--- config.mk ---
export PLATFORM = sky130hd
export DESIGN_NAME = audio_soc_top
export DESIGN_NICKNAME = d
export VERILOG_FILES = /design/src/soc_pkg.sv /design/src/audio_pkg.sv /design/src/wb_if.sv /design/src/sample_fifo_if.sv /design/src/wb_xbar.sv /design/src/audio_regs.sv /design/src/sample_fifo.sv /design/src/i2s_bit_timer.sv /design/src/i2s_tx_fsm.sv /design/src/gpio_port.sv /design/src/audio_soc_top.sv
export SDC_FILE = /design/constraint.sdc
export NUM_CORES = 1
export LEC_CHECK = 0
export BUFFER_PORTS_ARGS = -buffer_cell sky130_fd_sc_hd__buf_2
export CAP_MARGIN = 15
export CORE_ASPECT_RATIO = 1.25
export CORE_MARGIN = 5
export CORE_UTILIZATION = 40
export DETAILED_ROUTE_END_ITERATION = 10
export PLACE_DENSITY = 0.69
export SLEW_MARGIN = 20
export SYNTH_ARGS = -nofsm -noshare
export SYNTH_HDL_FRONTEND = slang
export SYNTH_SLANG_ARGS = --single-unit
--- constraint.sdc ---
create_clock -name clk -period 18 [get_ports clk]
set_clock_uncertainty 0.15 [all_clocks]
set_input_delay 3.6 -clock clk [delete_from_list [all_inputs] [get_ports clk]]
set_output_delay 3.6 -clock clk [all_outputs]
set_load 0.05 [all_outputs]
--- src/soc_pkg.sv ---
// SoC bus widths
// Address map with region decode and GPIO register offsets
package soc_pkg;

    localparam int WB_ADR_W = 32;
    localparam int WB_DAT_W = 32;

    // Region field occupies address bits 19:16
    localparam int REGION_LSB = 16;
    localparam int REGION_W   = 4;

    localparam logic [REGION_W-1:0] REGION_AUDIO = 4'd1;
    localparam logic [REGION_W-1:0] REGION_GPIO  = 4'd2;
    // Every other region value is unmapped

    // GPIO register offsets within the GPIO region
    localparam logic [3:0] GPIO_OUT_OFS = 4'h0;
    localparam logic [3:0] GPIO_IN_OFS  = 4'h4;

endpackage

--- src/audio_pkg.sv ---
// Audio sample width and register offsets
// Sample pair and control word layouts, status field positions
package audio_pkg;

    localparam int SAMPLE_W = 16;
    // FIFO fill level as reported in status
    localparam int LEVEL_W  = 8;

    localparam logic [3:0] AUDIO_CTRL_OFS   = 4'h0;
    localparam logic [3:0] AUDIO_STATUS_OFS = 4'h4;
    localparam logic [3:0] AUDIO_DATA_OFS   = 4'h8;

    // Status bits above the level field
    localparam int STAT_LOW_BIT      = 8;
    localparam int STAT_UNDERRUN_BIT = 9;
    localparam int STAT_OVERFLOW_BIT = 10;

    // Left channel in the upper half, also the FIFO word
    typedef struct packed {
        logic [SAMPLE_W-1:0] left;
        logic [SAMPLE_W-1:0] right;
    } sample_pair_t;

    typedef struct packed {
        logic [15:0] reserved_hi;
        logic [7:0]  low_threshold;
        logic [6:0]  reserved_lo;
        logic        enable;
    } audio_ctrl_t;

    // One bus word, read as samples for DATA or as fields for CTRL
    typedef union packed {
        sample_pair_t pair;
        audio_ctrl_t  ctrl;
    } audio_word_u;

endpackage

--- src/wb_if.sv ---
// Wishbone classic bus bundle
// Master and slave modports
`timescale 1ns/100ps

interface wb_if;

    logic [soc_pkg::WB_ADR_W-1:0] adr;
    logic [soc_pkg::WB_DAT_W-1:0] dat_w;
    logic [soc_pkg::WB_DAT_W-1:0] dat_r;
    logic                         we;
    logic                         stb;
    logic                         cyc;
    logic                         ack;

    modport master (
        output adr, dat_w, we, stb, cyc,
        input  dat_r, ack
    );

    modport slave (
        input  adr, dat_w, we, stb, cyc,
        output dat_r, ack
    );

endinterface

--- src/sample_fifo_if.sv ---
// Sample FIFO port bundle
// Writer, reader and FIFO-side modports
`timescale 1ns/100ps

interface sample_fifo_if;

    logic                          push;
    audio_pkg::sample_pair_t       wdata;
    logic                          full;
    logic [audio_pkg::LEVEL_W-1:0] level;
    logic                          pop;
    // Head word, valid while empty is low
    audio_pkg::sample_pair_t       rdata;
    logic                          empty;

    modport writer (
        output push, wdata,
        input  full, level
    );

    modport reader (
        output pop,
        input  rdata, empty
    );

    modport fifo (
        input  push, wdata, pop,
        output full, level, rdata, empty
    );

endinterface

--- src/wb_xbar.sv ---
// Wishbone crossbar, one master to audio and GPIO slaves
// Answers unmapped regions with a zero-data ack
`timescale 1ns/100ps

module wb_xbar (
    input  logic clk,
    input  logic rst_i,
    wb_if.slave  bus_i,
    wb_if.master audio_o,
    wb_if.master gpio_o
);

    logic [soc_pkg::REGION_W-1:0] region;
    logic                         sel_audio;
    logic                         sel_gpio;
    logic                         sel_none;
    logic                         none_ack;

    assign region    = bus_i.adr[soc_pkg::REGION_LSB +: soc_pkg::REGION_W];
    assign sel_audio = (region == soc_pkg::REGION_AUDIO);
    assign sel_gpio  = (region == soc_pkg::REGION_GPIO);
    assign sel_none  = ~sel_audio & ~sel_gpio;

    // Address, data and cycle go to both, strobe only to the selected one
    assign audio_o.adr   = bus_i.adr;
    assign audio_o.dat_w = bus_i.dat_w;
    assign audio_o.we    = bus_i.we;
    assign audio_o.cyc   = bus_i.cyc;
    assign audio_o.stb   = bus_i.stb & sel_audio;

    assign gpio_o.adr   = bus_i.adr;
    assign gpio_o.dat_w = bus_i.dat_w;
    assign gpio_o.we    = bus_i.we;
    assign gpio_o.cyc   = bus_i.cyc;
    assign gpio_o.stb   = bus_i.stb & sel_gpio;

    assign bus_i.ack   = sel_audio ? audio_o.ack :
                         sel_gpio  ? gpio_o.ack  : none_ack;
    assign bus_i.dat_r = sel_audio ? audio_o.dat_r :
                         sel_gpio  ? gpio_o.dat_r  : '0;

    // Unmapped slot acks with the same one-cycle latency as real slaves
    always_ff @(posedge clk) begin
        if (rst_i) begin
            none_ack <= 1'b0;
        end else begin
            none_ack <= bus_i.stb & bus_i.cyc & sel_none & ~none_ack;
        end
    end

    assert property (@(posedge clk) disable iff (rst_i) audio_o.ack |-> audio_o.stb)
        else $error("audio slave acked without its strobe");

    assert property (@(posedge clk) disable iff (rst_i) gpio_o.ack |-> gpio_o.stb)
        else $error("GPIO slave acked without its strobe");

endmodule

--- src/audio_regs.sv ---
// Audio register block on Wishbone
// CTRL, STATUS and DATA push, sticky error bits, FIFO-low flag
`timescale 1ns/100ps

module audio_regs #(
    parameter int FIFO_DEPTH = 8
) (
    input  logic          clk,
    input  logic          rst_i,
    wb_if.slave           bus_i,
    sample_fifo_if.writer fifo_o,
    input  logic          underrun_i,
    output logic          enable_o,
    output logic          fifo_low_o
);

    audio_pkg::audio_word_u       wr_word;
    audio_pkg::audio_word_u       ctrl_word;
    logic [soc_pkg::WB_DAT_W-1:0] status_word;
    logic [7:0]                   low_threshold;
    logic                         underrun_q;
    logic                         overflow_q;
    logic                         access;
    logic                         ctrl_wr;
    logic                         data_wr;

    assign wr_word = bus_i.dat_w;

    // First cycle of a strobe only
    assign access  = bus_i.stb & bus_i.cyc & ~bus_i.ack;
    assign ctrl_wr = access & bus_i.we & (bus_i.adr[3:0] == audio_pkg::AUDIO_CTRL_OFS);
    assign data_wr = access & bus_i.we & (bus_i.adr[3:0] == audio_pkg::AUDIO_DATA_OFS);

    // Pushes to a full FIFO are dropped here
    assign fifo_o.push  = data_wr & ~fifo_o.full;
    assign fifo_o.wdata = wr_word.pair;

    assign fifo_low_o = enable_o & (fifo_o.level < low_threshold);

    always_comb begin
        ctrl_word                    = '0;
        ctrl_word.ctrl.enable        = enable_o;
        ctrl_word.ctrl.low_threshold = low_threshold;
    end

    always_comb begin
        status_word                                 = '0;
        status_word[audio_pkg::LEVEL_W-1:0]         = fifo_o.level;
        status_word[audio_pkg::STAT_LOW_BIT]        = fifo_low_o;
        status_word[audio_pkg::STAT_UNDERRUN_BIT]   = underrun_q;
        status_word[audio_pkg::STAT_OVERFLOW_BIT]   = overflow_q;
    end

    always_ff @(posedge clk) begin
        if (rst_i) begin
            bus_i.ack     <= 1'b0;
            enable_o      <= 1'b0;
            low_threshold <= '0;
            underrun_q    <= 1'b0;
            overflow_q    <= 1'b0;
        end else begin
            bus_i.ack <= access;
            if (ctrl_wr) begin
                enable_o      <= wr_word.ctrl.enable;
                low_threshold <= wr_word.ctrl.low_threshold;
                // Any CTRL write clears the sticky bits
                underrun_q    <= 1'b0;
                overflow_q    <= 1'b0;
            end else begin
                if (underrun_i) begin
                    underrun_q <= 1'b1;
                end
                if (data_wr && fifo_o.full) begin
                    overflow_q <= 1'b1;
                end
            end
        end
    end

    always_ff @(posedge clk) begin
        if (access && !bus_i.we) begin
            case (bus_i.adr[3:0])
                audio_pkg::AUDIO_CTRL_OFS:   bus_i.dat_r <= ctrl_word;
                audio_pkg::AUDIO_STATUS_OFS: bus_i.dat_r <= status_word;
                default:                     bus_i.dat_r <= '0;
            endcase
        end
    end

    assert property (@(posedge clk) disable iff (rst_i) fifo_o.level <= FIFO_DEPTH)
        else $error("FIFO level beyond its depth");

endmodule

--- src/sample_fifo.sv ---
// Synchronous FIFO of stereo sample pairs
// Circular buffer with fill level
`timescale 1ns/100ps

module sample_fifo #(
    parameter int FIFO_DEPTH = 8
) (
    input  logic        clk,
    input  logic        rst_i,
    sample_fifo_if.fifo port_i
);

    localparam int PTR_W = $clog2(FIFO_DEPTH);
    localparam logic [audio_pkg::LEVEL_W-1:0] DEPTH_LVL = audio_pkg::LEVEL_W'(FIFO_DEPTH);

    audio_pkg::sample_pair_t       mem [FIFO_DEPTH];
    logic [PTR_W-1:0]              wr_ptr;
    logic [PTR_W-1:0]              rd_ptr;
    logic [audio_pkg::LEVEL_W-1:0] count;
    logic                          do_push;
    logic                          do_pop;

    assign port_i.full  = (count == DEPTH_LVL);
    assign port_i.empty = (count == '0);
    assign port_i.level = count;
    assign port_i.rdata = mem[rd_ptr];

    assign do_push = port_i.push & ~port_i.full;
    assign do_pop  = port_i.pop & ~port_i.empty;

    always_ff @(posedge clk) begin
        if (do_push) begin
            mem[wr_ptr] <= port_i.wdata;
        end
    end

    // Pointers wrap naturally, depth is a power of two
    always_ff @(posedge clk) begin
        if (rst_i) begin
            wr_ptr <= '0;
            rd_ptr <= '0;
            count  <= '0;
        end else begin
            if (do_push) begin
                wr_ptr <= wr_ptr + 1'b1;
            end
            if (do_pop) begin
                rd_ptr <= rd_ptr + 1'b1;
            end
            if (do_push && !do_pop) begin
                count <= count + 1'b1;
            end else if (do_pop && !do_push) begin
                count <= count - 1'b1;
            end
        end
    end

    assert property (@(posedge clk) disable iff (rst_i) port_i.push |-> !port_i.full)
        else $error("push into a full FIFO");

    assert property (@(posedge clk) disable iff (rst_i) port_i.pop |-> !port_i.empty)
        else $error("pop from an empty FIFO");

endmodule

--- src/i2s_bit_timer.sv ---
// I2S bit clock and word select generator
// Emits a strobe on each falling bit clock and at frame start
`timescale 1ns/100ps

module i2s_bit_timer #(
    parameter int CLK_DIV = 4
) (
    input  logic clk,
    input  logic rst_i,
    output logic sclk_o,
    output logic lrclk_o,
    output logic bit_fall_o,
    output logic frame_start_o
);

    localparam int DIV_W = (CLK_DIV > 1) ? $clog2(CLK_DIV) : 1;
    localparam logic [DIV_W-1:0] DIV_LAST = DIV_W'(CLK_DIV - 1);

    logic [DIV_W-1:0] div_cnt;
    logic [4:0]       bit_cnt;
    logic             half_tick;

    assign half_tick = (div_cnt == DIV_LAST);

    // sclk goes low on the edge that ends this cycle
    assign bit_fall_o    = half_tick & sclk_o;
    assign frame_start_o = bit_fall_o & (bit_cnt == 5'd31);

    // Left channel while low, right while high
    assign lrclk_o = bit_cnt[4];

    always_ff @(posedge clk) begin
        if (rst_i) begin
            div_cnt <= '0;
            sclk_o  <= 1'b0;
            bit_cnt <= '0;
        end else begin
            if (half_tick) begin
                div_cnt <= '0;
                sclk_o  <= ~sclk_o;
            end else begin
                div_cnt <= div_cnt + 1'b1;
            end
            if (bit_fall_o) begin
                bit_cnt <= bit_cnt + 1'b1;
            end
        end
    end

endmodule

--- src/i2s_tx_fsm.sv ---
// I2S transmit frame FSM
// Pops one sample pair per frame and shifts it out MSB first
`timescale 1ns/100ps

module i2s_tx_fsm (
    input  logic          clk,
    input  logic          rst_i,
    input  logic          enable_i,
    input  logic          bit_fall_i,
    input  logic          frame_start_i,
    sample_fifo_if.reader fifo_i,
    output logic          sdata_o,
    output logic          underrun_o
);

    localparam logic [1:0] ST_IDLE  = 2'd0;
    localparam logic [1:0] ST_LOAD  = 2'd1;
    localparam logic [1:0] ST_SHIFT = 2'd2;
    localparam int FRAME_W = 2 * audio_pkg::SAMPLE_W;

    logic [1:0]         state;
    logic [FRAME_W-1:0] shreg;
    logic               load_evt;

    // A new frame is fetched only once armed and still enabled
    assign load_evt   = frame_start_i & enable_i & (state != ST_IDLE);
    assign fifo_i.pop = load_evt & ~fifo_i.empty;
    assign underrun_o = load_evt & fifo_i.empty;

    assign sdata_o = shreg[FRAME_W-1];

    always_ff @(posedge clk) begin
        if (rst_i) begin
            state <= ST_IDLE;
            shreg <= '0;
        end else begin
            case (state)
                ST_IDLE: begin
                    shreg <= '0;
                    if (enable_i) begin
                        state <= ST_LOAD;
                    end
                end
                // Waiting for the first frame boundary
                ST_LOAD: begin
                    if (!enable_i) begin
                        state <= ST_IDLE;
                    end else if (frame_start_i) begin
                        state <= ST_SHIFT;
                        shreg <= fifo_i.pop ? fifo_i.rdata : '0;
                    end
                end
                ST_SHIFT: begin
                    if (frame_start_i) begin
                        if (enable_i) begin
                            shreg <= fifo_i.pop ? fifo_i.rdata : '0;
                        end else begin
                            state <= ST_IDLE;
                            shreg <= '0;
                        end
                    end else if (bit_fall_i) begin
                        shreg <= {shreg[FRAME_W-2:0], 1'b0};
                    end
                end
                default: begin
                    state <= ST_IDLE;
                end
            endcase
        end
    end

    // Serial data only moves on a falling bit clock
    assert property (@(posedge clk) disable iff (rst_i)
        !$stable(sdata_o) |-> $past(bit_fall_i))
        else $error("serial data changed away from a falling bit clock");

endmodule

--- src/gpio_port.sv ---
// GPIO port on Wishbone
// Output register with readback, two-flop synchronized inputs
`timescale 1ns/100ps

module gpio_port (
    input  logic        clk,
    input  logic        rst_i,
    wb_if.slave         bus_i,
    input  logic [14:0] gpio_i,
    input  logic        irq_i,
    output logic [15:0] gpio_o
);

    logic [14:0] sync_meta;
    logic [14:0] sync_q;
    logic        access;

    assign access = bus_i.stb & bus_i.cyc & ~bus_i.ack;

    always_ff @(posedge clk) begin
        if (rst_i) begin
            bus_i.ack <= 1'b0;
            gpio_o    <= '0;
            sync_meta <= '0;
            sync_q    <= '0;
        end else begin
            bus_i.ack <= access;
            sync_meta <= gpio_i;
            sync_q    <= sync_meta;
            if (access && bus_i.we && bus_i.adr[3:0] == soc_pkg::GPIO_OUT_OFS) begin
                gpio_o <= bus_i.dat_w[15:0];
            end
        end
    end

    // irq line sits in the top input bit
    always_ff @(posedge clk) begin
        if (access && !bus_i.we) begin
            case (bus_i.adr[3:0])
                soc_pkg::GPIO_OUT_OFS: bus_i.dat_r <= {16'b0, gpio_o};
                soc_pkg::GPIO_IN_OFS:  bus_i.dat_r <= {16'b0, irq_i, sync_q};
                default:               bus_i.dat_r <= '0;
            endcase
        end
    end

endmodule

--- src/audio_soc_top.sv ---
// Audio and GPIO subsystem top level
// Wishbone slave port, crossbar, audio path and GPIO port
`timescale 1ns/100ps

module audio_soc_top #(
    parameter int FIFO_DEPTH = 8,
    parameter int CLK_DIV    = 4
) (
    input  logic                         clk,
    input  logic                         rst_i,
    input  logic [soc_pkg::WB_ADR_W-1:0] wb_adr_i,
    input  logic [soc_pkg::WB_DAT_W-1:0] wb_dat_i,
    output logic [soc_pkg::WB_DAT_W-1:0] wb_dat_o,
    input  logic                         wb_we_i,
    input  logic                         wb_stb_i,
    input  logic                         wb_cyc_i,
    output logic                         wb_ack_o,
    input  logic [14:0]                  gpio_i,
    output logic [15:0]                  gpio_o,
    output logic                         i2s_sclk_o,
    output logic                         i2s_lrclk_o,
    output logic                         i2s_sdata_o,
    output logic                         fifo_low_o
);

    wb_if host_bus();
    wb_if audio_bus();
    wb_if gpio_bus();
    sample_fifo_if fifo_port();

    logic enable;
    logic underrun;
    logic bit_fall;
    logic frame_start;

    // Bus from the CPU side
    assign host_bus.adr   = wb_adr_i;
    assign host_bus.dat_w = wb_dat_i;
    assign host_bus.we    = wb_we_i;
    assign host_bus.stb   = wb_stb_i;
    assign host_bus.cyc   = wb_cyc_i;
    assign wb_dat_o       = host_bus.dat_r;
    assign wb_ack_o       = host_bus.ack;

    wb_xbar xbar(.clk(clk), .rst_i(rst_i), .bus_i(host_bus), .audio_o(audio_bus),
        .gpio_o(gpio_bus));

    audio_regs #(.FIFO_DEPTH(FIFO_DEPTH)) regs(
        .clk(clk), .rst_i(rst_i), .bus_i(audio_bus), .fifo_o(fifo_port),
        .underrun_i(underrun), .enable_o(enable), .fifo_low_o(fifo_low_o));

    sample_fifo #(.FIFO_DEPTH(FIFO_DEPTH)) sample_buf(
        .clk(clk), .rst_i(rst_i), .port_i(fifo_port));

    i2s_bit_timer #(.CLK_DIV(CLK_DIV)) bit_timer(
        .clk(clk), .rst_i(rst_i), .sclk_o(i2s_sclk_o), .lrclk_o(i2s_lrclk_o),
        .bit_fall_o(bit_fall), .frame_start_o(frame_start));

    i2s_tx_fsm tx(
        .clk(clk), .rst_i(rst_i), .enable_i(enable), .bit_fall_i(bit_fall),
        .frame_start_i(frame_start), .fifo_i(fifo_port), .sdata_o(i2s_sdata_o),
        .underrun_o(underrun));

    // FIFO-low flag doubles as the GPIO interrupt input
    gpio_port gpio(
        .clk(clk), .rst_i(rst_i), .bus_i(gpio_bus), .gpio_i(gpio_i),
        .irq_i(fifo_low_o), .gpio_o(gpio_o));

endmodule

==> results of run 1 <==
-- cell usage in the layout (no fill, tap or decap), types with 4 or more instances in the layout --
master     netlist  layout
edfxtp_1       288     288
dfxtp_1        119     116
buf_2           11      95
nand2_1         69      68
a21oi_1         67      67
mux4_2          64      64
nor3_1          49      45
clkbuf_16        0      43
and3_1          38      38
mux2i_1         36      36
nand2b_1        36      36
a22o_1          34      34
o21ai_0         34      34
nor2b_1         33      33
nor2_1          34      31
buf_4           17      24
ha_1            22      22
inv_1           17      17
conb_1           1      16
a21o_1           9       9
xor2_1           7       7
and2_1           8       7
clkinv_2         0       7
clkbuf_1        43       7
nand3_1          6       6
xnor2_1          6       6
nand4_1          5       5
clkinv_1         0       5
nor3_2           0       4
-- routing by layer --
layer,routed length [um],global-route usage,vias to the layer above
met1,14700,0.200,4704
met2,17500,0.261,246
met3,1620,0.0271,52
met5,16,0,-
met4,669,0.0398,2
li1,-,-,4315
-- final timing paths --
path / startpoint / endpoint / depth (start not counted)
worst max-delay path: wb_adr_i[17] / wb_ack_o / 6
worst min-delay path: bit_timer.div_cnt[0]$_SDFF_PP0_ / bit_timer.div_cnt[0]$_SDFF_PP0_ / 1
worst max register to register: bit_timer.bit_cnt[0]$_SDFFE_PP0P_ / sample_buf.port_i.level[7]$_SDFFE_PP0P_ / 13
worst min register to register: bit_timer.div_cnt[0]$_SDFF_PP0_ / bit_timer.div_cnt[0]$_SDFF_PP0_ / 1
-- where the power goes --
part / total (mW) / switching [mW] / internal, mW
registers: 1.01 / 0.00148 / 1.00
logic: 0.0441 / 0.0336 / 0.0105
clock network: 0.831 / 0.342 / 0.489
-- cell type report --
cell class / instances / area, um^2
fill: 3559 / 21500
multi-input combinational: 606 / 4920
sequential: 407 / 11000
clock buffer: 52 / 1130
timing repair buffer: 119 / 656
tap: 546 / 683
inverter: 17 / 63.8
antenna: 2 / 5.00
clock inverter: 22 / 198
-- cells by family (layout without fill, tap and decap cells) --
group / Yosys count / in the layout / synth area share
xor gates and xnor gates: 13 / 13 / 0.00699
DFF: 407 / 407 / 0.677
buffers and inverters: 99 / 210 / 0.0281
adders and majority gates: 23 / 23 / 0.0181
other: 1 / 18 / 0.000230
muxes: 101 / 101 / 0.111
and+or+nand+nor: 293 / 293 / 0.0961
AOI/OAI and AO/OA: 160 / 160 / 0.0616
-- flip-flops by register name, summed over array words and instances, names as in the netlist, 2 cells and up, named ones only --
signal / count
sample_buf.rd_ptr: 3
gpio.gpio_o: 16
sample_buf.port_i.level: 8
gpio.sync_q: 15
gpio.bus_i.dat_r: 16
bit_timer.bit_cnt: 5
bit_timer.div_cnt: 2
gpio.sync_meta: 15
tx.shreg: 32
tx.state: 2
regs.low_threshold: 8
regs.bus_i.dat_r: 16
sample_buf.mem: 256
sample_buf.wr_ptr: 3
==> results.ini, run 1 <==
[floorplanning]
core_area_um2 = 40200
start_util = 0.405
dieArea_um2 = 44900
pin_count = 137
die_w_um = 190
die_h_um = 236
rows = 82

[cts]
cts_sinks = 407
cts_tree = yes
insertion_delay_ns = 0.53
path_clk_slew_ns = 0.06
clockBufferDepth = 3
cts_hold_buf = 0
postCtsSetupRepairBufs = 0
cts_buffers = 41
clockRootBuffer = clkbuf_16
cts_resized = 0
h-tree-depth = 2

[cells_and_area]
finish.utilization = 0.465
fin_nets = 1299
syn_to_final_growth_pct = 14.8
drive_gt1_frac = 0.220
fin_cells = 1771
final_area_um2 = 18700

[synth]
synthArstFlopShare = 0
synth.distinct_cells = 53
netlist_top_cells_count = 288 x edfxtp_1, 119 x dfxtp_1, 69 x nand2_1, 67 x a21oi_1, 64 x mux4_2
syn_avg_cell_area_um2 = 14.8
yosysMostFrequentCell = edfxtp_1
yosysTopAreaCellShare = 0.531
yosys-top-cells-area = edfxtp_1 53%, dfxtp_1 15%, mux4_2 8.9%
ys_seq_area_frac = 0.677
ys_ff_latch = 407
synthFlopType = edfxtp_1
syn_inst = 1097
synth-edff-count = 288
netlist_area_um2 = 16300
yosysTopAreaCell = edfxtp_1
ys_warn_count = 0

[setup_path]
rrSetupSlack_ns = 14.28
crit_family = buffers and inverters
critPathMaxFanout = 17
worst-path-buf-inv = 3
cp-end-kind = output pin
cpPeakStageDelay_ns = 0.29
path_cells = buf_2 > nor4b_2 > buf_4 > nor3_1 > nor3_1 > buf_2
worstPathArrival_ns = 4.77
worst_setup_path_start_kind = primary input
required_ns = 14.25
slowest_stage = buf_2
critical_path_class = primary input to output pin

[place]
placedInstanceArea_um2 = 17400
place_ws_ns = 9.49
place.gp.congestion = 0.761
io_buffers = 96
dp_cells = 1695
hpwl_um = 20100

[timing]
hold_slack_ns = 0.280
hold_viol = 0
final.period_utilization = 0.473
setup_viol = 0
setup_ws_ns = 9.48
fmax_mhz = 117
tightest_slew_ns = 0.970
tns_ns = 0
finalCriticalPeriod_ns = 8.52
slew-limit-headroom = 0.353
rsz0062_at_grt = false
slew_violations = 0

[global_routing]
grt_pass1_wl_um = 53400
grt_pass1_vias = 9277
overflow = 0
grt_usage = 0.152
grt_start_max_net_pins = 93
antenna_found_initial = 2

[job]
drv_cap = 0

[routing]
vias = 9319
drc_errors = 0
vias_per_cell = 5.26
wl_per_cell_um = 19.5
final_antenna_net_count = 0
dr.pass1.iters = 5
drtIter0Drc = 689
wl_um = 34500

[status]
status = completed

[hold_path]
hp-class = flip-flop to flip-flop

[power]
peakVddDrop_v = 0.0000825
power_density_nw_per_um2 = 101
leakage_nw = 6.32
power.total_mw = 1.88

Power figures use the tool's default switching activity.
==> inputs of run 2 (changes only) <==
--- a/config.mk
+++ b/config.mk
@@ -11,7 +11,7 @@
 export CORE_MARGIN = 5
 export CORE_UTILIZATION = 40
 export DETAILED_ROUTE_END_ITERATION = 10
-export PLACE_DENSITY = 0.69
+export PLACE_DENSITY = 0.71
 export SLEW_MARGIN = 20
 export SYNTH_ARGS = -nofsm -noshare
 export SYNTH_HDL_FRONTEND = slang
==> constraint.sdc (replaced) <==
create_clock -name clk -period 7.8 [get_ports clk]
set_clock_uncertainty 0.15 [all_clocks]
set_input_delay 1.56 -clock clk [delete_from_list [all_inputs] [get_ports clk]]
set_output_delay 1.56 -clock clk [all_outputs]
set_load 0.05 [all_outputs]
==> results.ini, run 2 (same netlist as run 1, synthesis figures left out) <==
[status]
status = completed  ; unchanged

[timing]
fmax_mhz = 208
setup_viol = 0  ; unchanged
finalCriticalPeriod_ns = 4.80
hold_viol = 0  ; unchanged
rsz0062_at_grt = false  ; unchanged
slew-limit-headroom = 0.307  ; was 0.353
tns_ns = 0  ; unchanged
final.period_utilization = 0.615
slew_violations = 0  ; unchanged
tightest_slew_ns = 1.04  ; was 0.970 ns

[cts]
clockRootBuffer = clkbuf_16  ; unchanged
insertion_delay_ns = 0.54  ; was 0.53 ns
clockBufferDepth = 3  ; unchanged
cts_resized = 0  ; unchanged
cts_tree = yes  ; unchanged
cts_sinks = 407  ; unchanged
cts_hold_buf = 0  ; unchanged
cts_buffers = 41  ; unchanged
h-tree-depth = 2  ; unchanged
postCtsSetupRepairBufs = 0  ; unchanged
path_clk_slew_ns = 0.06  ; about the same

[place]
dp_cells = 1693  ; was 1,695
placedInstanceArea_um2 = 17300  ; was 17,400 um^2
io_buffers = 96  ; unchanged
place.gp.congestion = 0.787  ; was 0.761
hpwl_um = 20100  ; about the same

[floorplanning]
dieArea_um2 = 44900  ; unchanged
die_h_um = 236  ; unchanged
core_area_um2 = 40200  ; unchanged
start_util = 0.405  ; unchanged
rows = 82  ; unchanged
die_w_um = 190  ; unchanged
pin_count = 137  ; unchanged

[power]
pwr-share-seq = 0.546  ; was 0.535
netSwitchingFraction = 0.207  ; was 0.201
power_density_nw_per_um2 = 229  ; was 101 nW/um^2
p_clk_frac = 0.431  ; was 0.442
combPwrFrac = 0.024  ; was 0.023
p_sw_mw = 0.879  ; was 0.377 mW
leakage_nw = 6.27  ; was 6.32 nW
peakVddDrop_v = 0.000292  ; was 0.0000825 V
intPower_mw = 3.37  ; was 1.50 mW

[cells_and_area]
final_area_um2 = 18600  ; was 18,700 um^2
syn_to_final_growth_pct = 14.3  ; was 14.8%
fin_nets = 1297  ; was 1,299
final_cell_mix = 288 x edfxtp_1, 116 x dfxtp_1, 95 x buf_2  ; unchanged
largestRegisters = sample_buf.mem x256, tx.shreg x32  ; unchanged
largest_reg_flops = 256  ; unchanged
fin_cells = 1768  ; was 1,771
antenna_cells = 0  ; was 2
final_common_cell = edfxtp_1  ; unchanged
drive_gt1_frac = 0.209  ; was 0.220
max_flop_register = sample_buf.mem  ; unchanged

[global_routing]
overflow = 0  ; unchanged
grt_pass1_wl_um = 53300  ; was 53,400 um
grt_usage = 0.150  ; was 0.152
grt_start_max_net_pins = 65  ; was 93
grt_pass1_vias = 9335  ; was 9,277
antenna_found_initial = 1  ; was 2

[routing]
wl_um = 34300  ; was 34,500 um
wl_per_cell_um = 19.4  ; was 19.5 um
final_antenna_net_count = 0  ; unchanged
dr.pass1.iters = 5  ; unchanged
vias_per_cell = 5.23  ; was 5.26
drc_errors = 0  ; unchanged
drtIter0Drc = 584  ; was 689
vias = 9253  ; was 9,319

[setup_path]
critical_path_class = primary input to flip-flop  ; was primary input to output pin
reg2reg_from = bit_timer.bit_cnt[0]$_SDFFE_PP0P_  ; unchanged
worst_setup_path_start_kind = primary input  ; unchanged
worstRegToRegCells = 14  ; was 13
slowest_stage = or4b_4  ; was buf_2
crit_path_start = wb_adr_i[17]  ; unchanged
cp-end-kind = flip-flop  ; was output pin
crit_cells = 13  ; was 6
path_cells = buf_2 > or4b_4 > nor3_1 > nand3_2 > inv_1 > ha_1 > inv_1 > ha_1 > a21o_1 > a31o_2 > o21a_1 > o21bai_1 > mux2_2  ; was buf_2 > nor4b_2 > buf_4 > nor3_1 > nor3_1 > buf_2
critPathMaxFanout = 7  ; was 17
required_ns = 8.08  ; was 14.25 ns
worstPathArrival_ns = 5.08  ; was 4.77 ns
cpPeakStageDelay_ns = 0.57  ; was 0.29 ns
worst-path-buf-inv = 3  ; unchanged
crit_family = simple AND/OR/NAND/NOR gates  ; was buffers and inverters

[hold_path]
min_path_cells = 1  ; unchanged
min_from = bit_timer.div_cnt[0]$_SDFF_PP0_  ; unchanged
hp-class = flip-flop to flip-flop  ; unchanged

[job]
drv_cap = 0  ; unchanged

run 2: cell count changes in the layout (fill, tap and decap cells not counted), sizes merged:
cell	delta
buf	-2
bufinv	-2
diode	-2
clkbuf	+2
inv	-1
clkinvlp	-2
clkinv	+4
run 2: stage by stage:
| step | utilization | setup slack, ns | hold slack (ns) | total power [mW] |
|---|---|---|---|---|
| after floorplan | - | 1.51 | 0.254 | 2.43 |
| after global placement | 0.431 | 2.58 | 0.262 | 2.46 |
| after detailed placement | 0.431 | 2.48 | 0.271 | 2.47 |
| after CTS | 0.462 | 3.06 | 0.281 | 4.29 |
| after global routing | 0.463 | 2.85 | 0.294 | 4.39 |
| final | 0.463 | 3.00 | 0.282 | 4.25 |
run 2: area by class of cell:
class                           instances  area [um^2]
Tap cell                              546          683
Sequential cell                       407        11000
Clock inverter                         21          159
Inverter                               17         63.8
Timing Repair Buffer                  117          641
Multi-Input combinational cell        606         4920
Fill cell                            3522        21600
Clock buffer                           54         1100
run 2: worst register-to-register path, delay by kind of cell (launching register included):
| kind | cells | cell delay (ns) |
|---|---|---|
| DFF | 1 | 0.37 |
| adders and majority gates | 4 | 1.02 |
| and+or+nand+nor | 2 | 0.37 |
| AOI/OAI and AO/OA | 5 | 1.15 |
| muxes | 1 | 0.34 |
| buffers and inverters | 2 | 0.47 |
run 2: power groups by stage:
stage,sequential [mW],clock [mW],combinational (mW)
global route,2.32,1.96,0.109
finish,2.32,1.83,0.102
global placement,2.37,0,0.0985
CTS,2.32,1.87,0.102
floorplan,2.37,0,0.0586
detailed placement,2.37,0,0.102
run 2: final timing paths:
| kind | endpoint | slack, ns |
|---|---|---|
| max | sample_buf.port_i.level[7]$_SDFFE_PP0P_ | 3.00 |
| min | bit_timer.div_cnt[0]$_SDFF_PP0_ | 0.28 |
| max reg2reg | sample_buf.port_i.level[7]$_SDFFE_PP0P_ | 3.82 |
| min reg2reg | bit_timer.div_cnt[0]$_SDFF_PP0_ | 0.28 |
run 2: metal layers:
layer / track usage / wire, um / up-vias
met2: 0.256 / 17500 / 253
met1: 0.195 / 14100 / 4621
met5: 0 / 0 / -
met3: 0.0263 / 1780 / 68
li1: - / - / 4311
met4: 0.0475 / 965 / 0
==> inputs of run 3 (changes only) <==
--- a/config.mk
+++ b/config.mk
@@ -11,7 +11,7 @@
 export CORE_MARGIN = 5
 export CORE_UTILIZATION = 40
 export DETAILED_ROUTE_END_ITERATION = 10
-export PLACE_DENSITY = 0.71
+export PLACE_DENSITY = 0.69
 export SLEW_MARGIN = 20
 export SYNTH_ARGS = -nofsm -noshare
 export SYNTH_HDL_FRONTEND = slang
==> constraint.sdc (replaced) <==
create_clock -name clk -period 4.7 [get_ports clk]
set_clock_uncertainty 0.15 [all_clocks]
set_input_delay 0.94 -clock clk [delete_from_list [all_inputs] [get_ports clk]]
set_output_delay 0.94 -clock clk [all_outputs]
set_load 0.05 [all_outputs]
==> results.ini, run 3 (same netlist as run 1, synthesis figures left out) <==
[floorplanning]
rows = 82  ; unchanged
core_area_um2 = 40200  ; unchanged
dieArea_um2 = 44900  ; unchanged
die_h_um = 236  ; unchanged
die_w_um = 190  ; unchanged
pin_count = 137  ; unchanged
start_util = 0.405  ; unchanged

[cells_and_area]
finish.utilization = 0.464  ; was 0.463
final_area_um2 = 18600  ; about the same
largest_reg_flops = 256  ; unchanged
max_flop_register = sample_buf.mem  ; unchanged
register_area_um2 = 11000  ; unchanged
largestRegisters = sample_buf.mem x256, tx.shreg x32  ; unchanged
final_common_cell = edfxtp_1  ; unchanged
fin_nets = 1303  ; was 1,297
multi_input_area_um2 = 4930  ; was 4920 um^2
final_cell_mix = 288 x edfxtp_1, 116 x dfxtp_1, 95 x buf_2  ; unchanged
drive_gt1_frac = 0.219  ; was 0.209
fill_cells = 3555  ; was 3,522
syn_to_final_growth_pct = 14.5  ; was 14.3%
fin_cells = 1773  ; was 1,768

[routing]
final_antenna_net_count = 0  ; unchanged
vias = 9318  ; was 9,253
dr.pass1.iters = 5  ; unchanged
wl_per_cell_um = 19.3  ; was 19.4 um
drtIter0Drc = 542  ; was 584
drc_errors = 0  ; unchanged
vias_per_cell = 5.26  ; was 5.23
wl_um = 34100  ; was 34,300 um

[setup_path]
worstRegToRegCells = 13  ; was 14
worst_setup_path_start_kind = primary input  ; unchanged
rrSetupSlack_ns = 1.00  ; was 3.82 ns
worstPathArrival_ns = 4.01  ; was 5.08 ns
cp-end-kind = flip-flop  ; unchanged
critical_path_class = primary input to flip-flop  ; unchanged
required_ns = 4.97  ; was 8.08 ns
critPathMaxFanout = 7  ; unchanged

[power]
p_sw_mw = 1.41  ; was 0.879 mW
peakVddDrop_v = 0.000312  ; was 0.000292 V
power.total_mw = 7.00  ; was 4.25 mW
leakage_nw = 6.30  ; was 6.27 nW
p_clk_frac = 0.426  ; was 0.431
power_density_nw_per_um2 = 376  ; was 229 nW/um^2
intPower_mw = 5.59  ; was 3.37 mW
netSwitchingFraction = 0.201  ; was 0.207
combPwrFrac = 0.024  ; about the same
pwr-share-seq = 0.550  ; was 0.546

[timing]
rsz0062_at_grt = false  ; unchanged
setup_ws_ns = 0.957  ; was 3.00 ns
finalCriticalPeriod_ns = 3.74
slew-limit-headroom = 0.384  ; was 0.307
final.period_utilization = 0.796
tightest_slew_ns = 0.924  ; was 1.04 ns
hold_viol = 0  ; unchanged
slew_violations = 0  ; unchanged
setup_viol = 0  ; unchanged
fmax_mhz = 267

[place]
placedInstanceArea_um2 = 17400  ; was 17,300 um^2
place_ws_ns = 0.437  ; was 2.48 ns
hpwl_um = 20300  ; was 20,100 um
place.gp.congestion = 0.807  ; was 0.787
io_buffers = 96  ; unchanged
dp_cells = 1700  ; was 1,693

[global_routing]
grt_start_max_net_pins = 90  ; was 65
grt_usage = 0.151  ; was 0.150
grt_pass1_wl_um = 53300  ; about the same
overflow = 0  ; unchanged
grt_pass1_vias = 9444  ; was 9,335
antenna_found_initial = 2  ; was 1

[job]
drv_cap = 0  ; unchanged

[cts]
cts_sinks = 407  ; unchanged
cts_hold_buf = 0  ; unchanged
path_clk_slew_ns = 0.06  ; about the same
clockRootBuffer = clkbuf_16  ; unchanged
clockBufferDepth = 3  ; unchanged
h-tree-depth = 2  ; unchanged
cts_resized = 0  ; unchanged
postCtsSetupRepairBufs = 0  ; unchanged
insertion_delay_ns = 0.53  ; was 0.54 ns
cts_tree = yes  ; unchanged
cts_buffers = 40  ; was 41

[hold_path]
hp-class = flip-flop to flip-flop  ; unchanged
min_path_cells = 1  ; unchanged

[status]
status = completed  ; unchanged

==> run 3: cell types whose count changed in the layout (fill, tap and decap cells not counted), sizes merged <==
| cell | change |
|---|---|
| inv | -1 |
| bufinv | +1 |
| diode | +1 |
| clkbuf | -6 |
| buf | +7 |
| clkinv | +3 |
==> run 3: worst paths after layout <==
check,from,endpoint
worst max-delay path,wb_adr_i[17],sample_buf.port_i.level[7]$_SDFFE_PP0P_
worst min-delay path,bit_timer.div_cnt[0]$_SDFF_PP0_,bit_timer.div_cnt[0]$_SDFF_PP0_
worst max register to register,bit_timer.bit_cnt[0]$_SDFFE_PP0P_,sample_buf.port_i.level[7]$_SDFFE_PP0P_
worst min register to register,bit_timer.div_cnt[0]$_SDFF_PP0_,bit_timer.div_cnt[0]$_SDFF_PP0_
==> run 3: layer usage <==
| layer | GRT usage | part of all wire |
|---|---|---|
| met5 | 0 | 0.00029 |
| met4 | 0.0529 | 0.028 |
| met3 | 0.0274 | 0.057 |
| met2 | 0.255 | 0.50 |
| met1 | 0.196 | 0.41 |
==> run 3: power groups by stage <==
stage	combinational [mW]	clock [mW]	sequential, mW
after global routing	0.182	3.22	3.85
after detailed placement	0.169	0	3.93
after global placement	0.164	0	3.93
after CTS	0.169	3.06	3.85
after floorplan	0.0973	0	3.93
final	0.168	2.99	3.85
==> run 3: per-stage QoR <==
stage	setup TNS (ns)	hold slack, ns
after floorplan	-13.36	0.254
after global placement	0	0.263
after detailed placement	0	0.270
after CTS	0	0.284
after global routing	0	0.303
final	0	0.278
==> run 3: critical path, stage by stage <==
cell and delay [ns]:
buf_2 0.11, or4b_4 0.55, nor3_1 0.15, buf_4 0.16, nand3_2 0.08, inv_1 0.13, ha_1 0.21, inv_1 0.15
ha_1 0.39, a21o_1 0.22, a31o_2 0.26, o21a_1 0.16, o21bai_1 0.14, mux2_2 0.34
==> run 3: area by class of cell <==
cell class	count	share of cell area
Clock inverter	24	0.00926
Clock buffer	48	0.0564
Sequential cell	407	0.592
Inverter	17	0.00342
Timing Repair Buffer	124	0.0378
Tap cell	546	0.0366
Antenna cell	1	0.000134
Multi-Input combinational cell	606	0.264
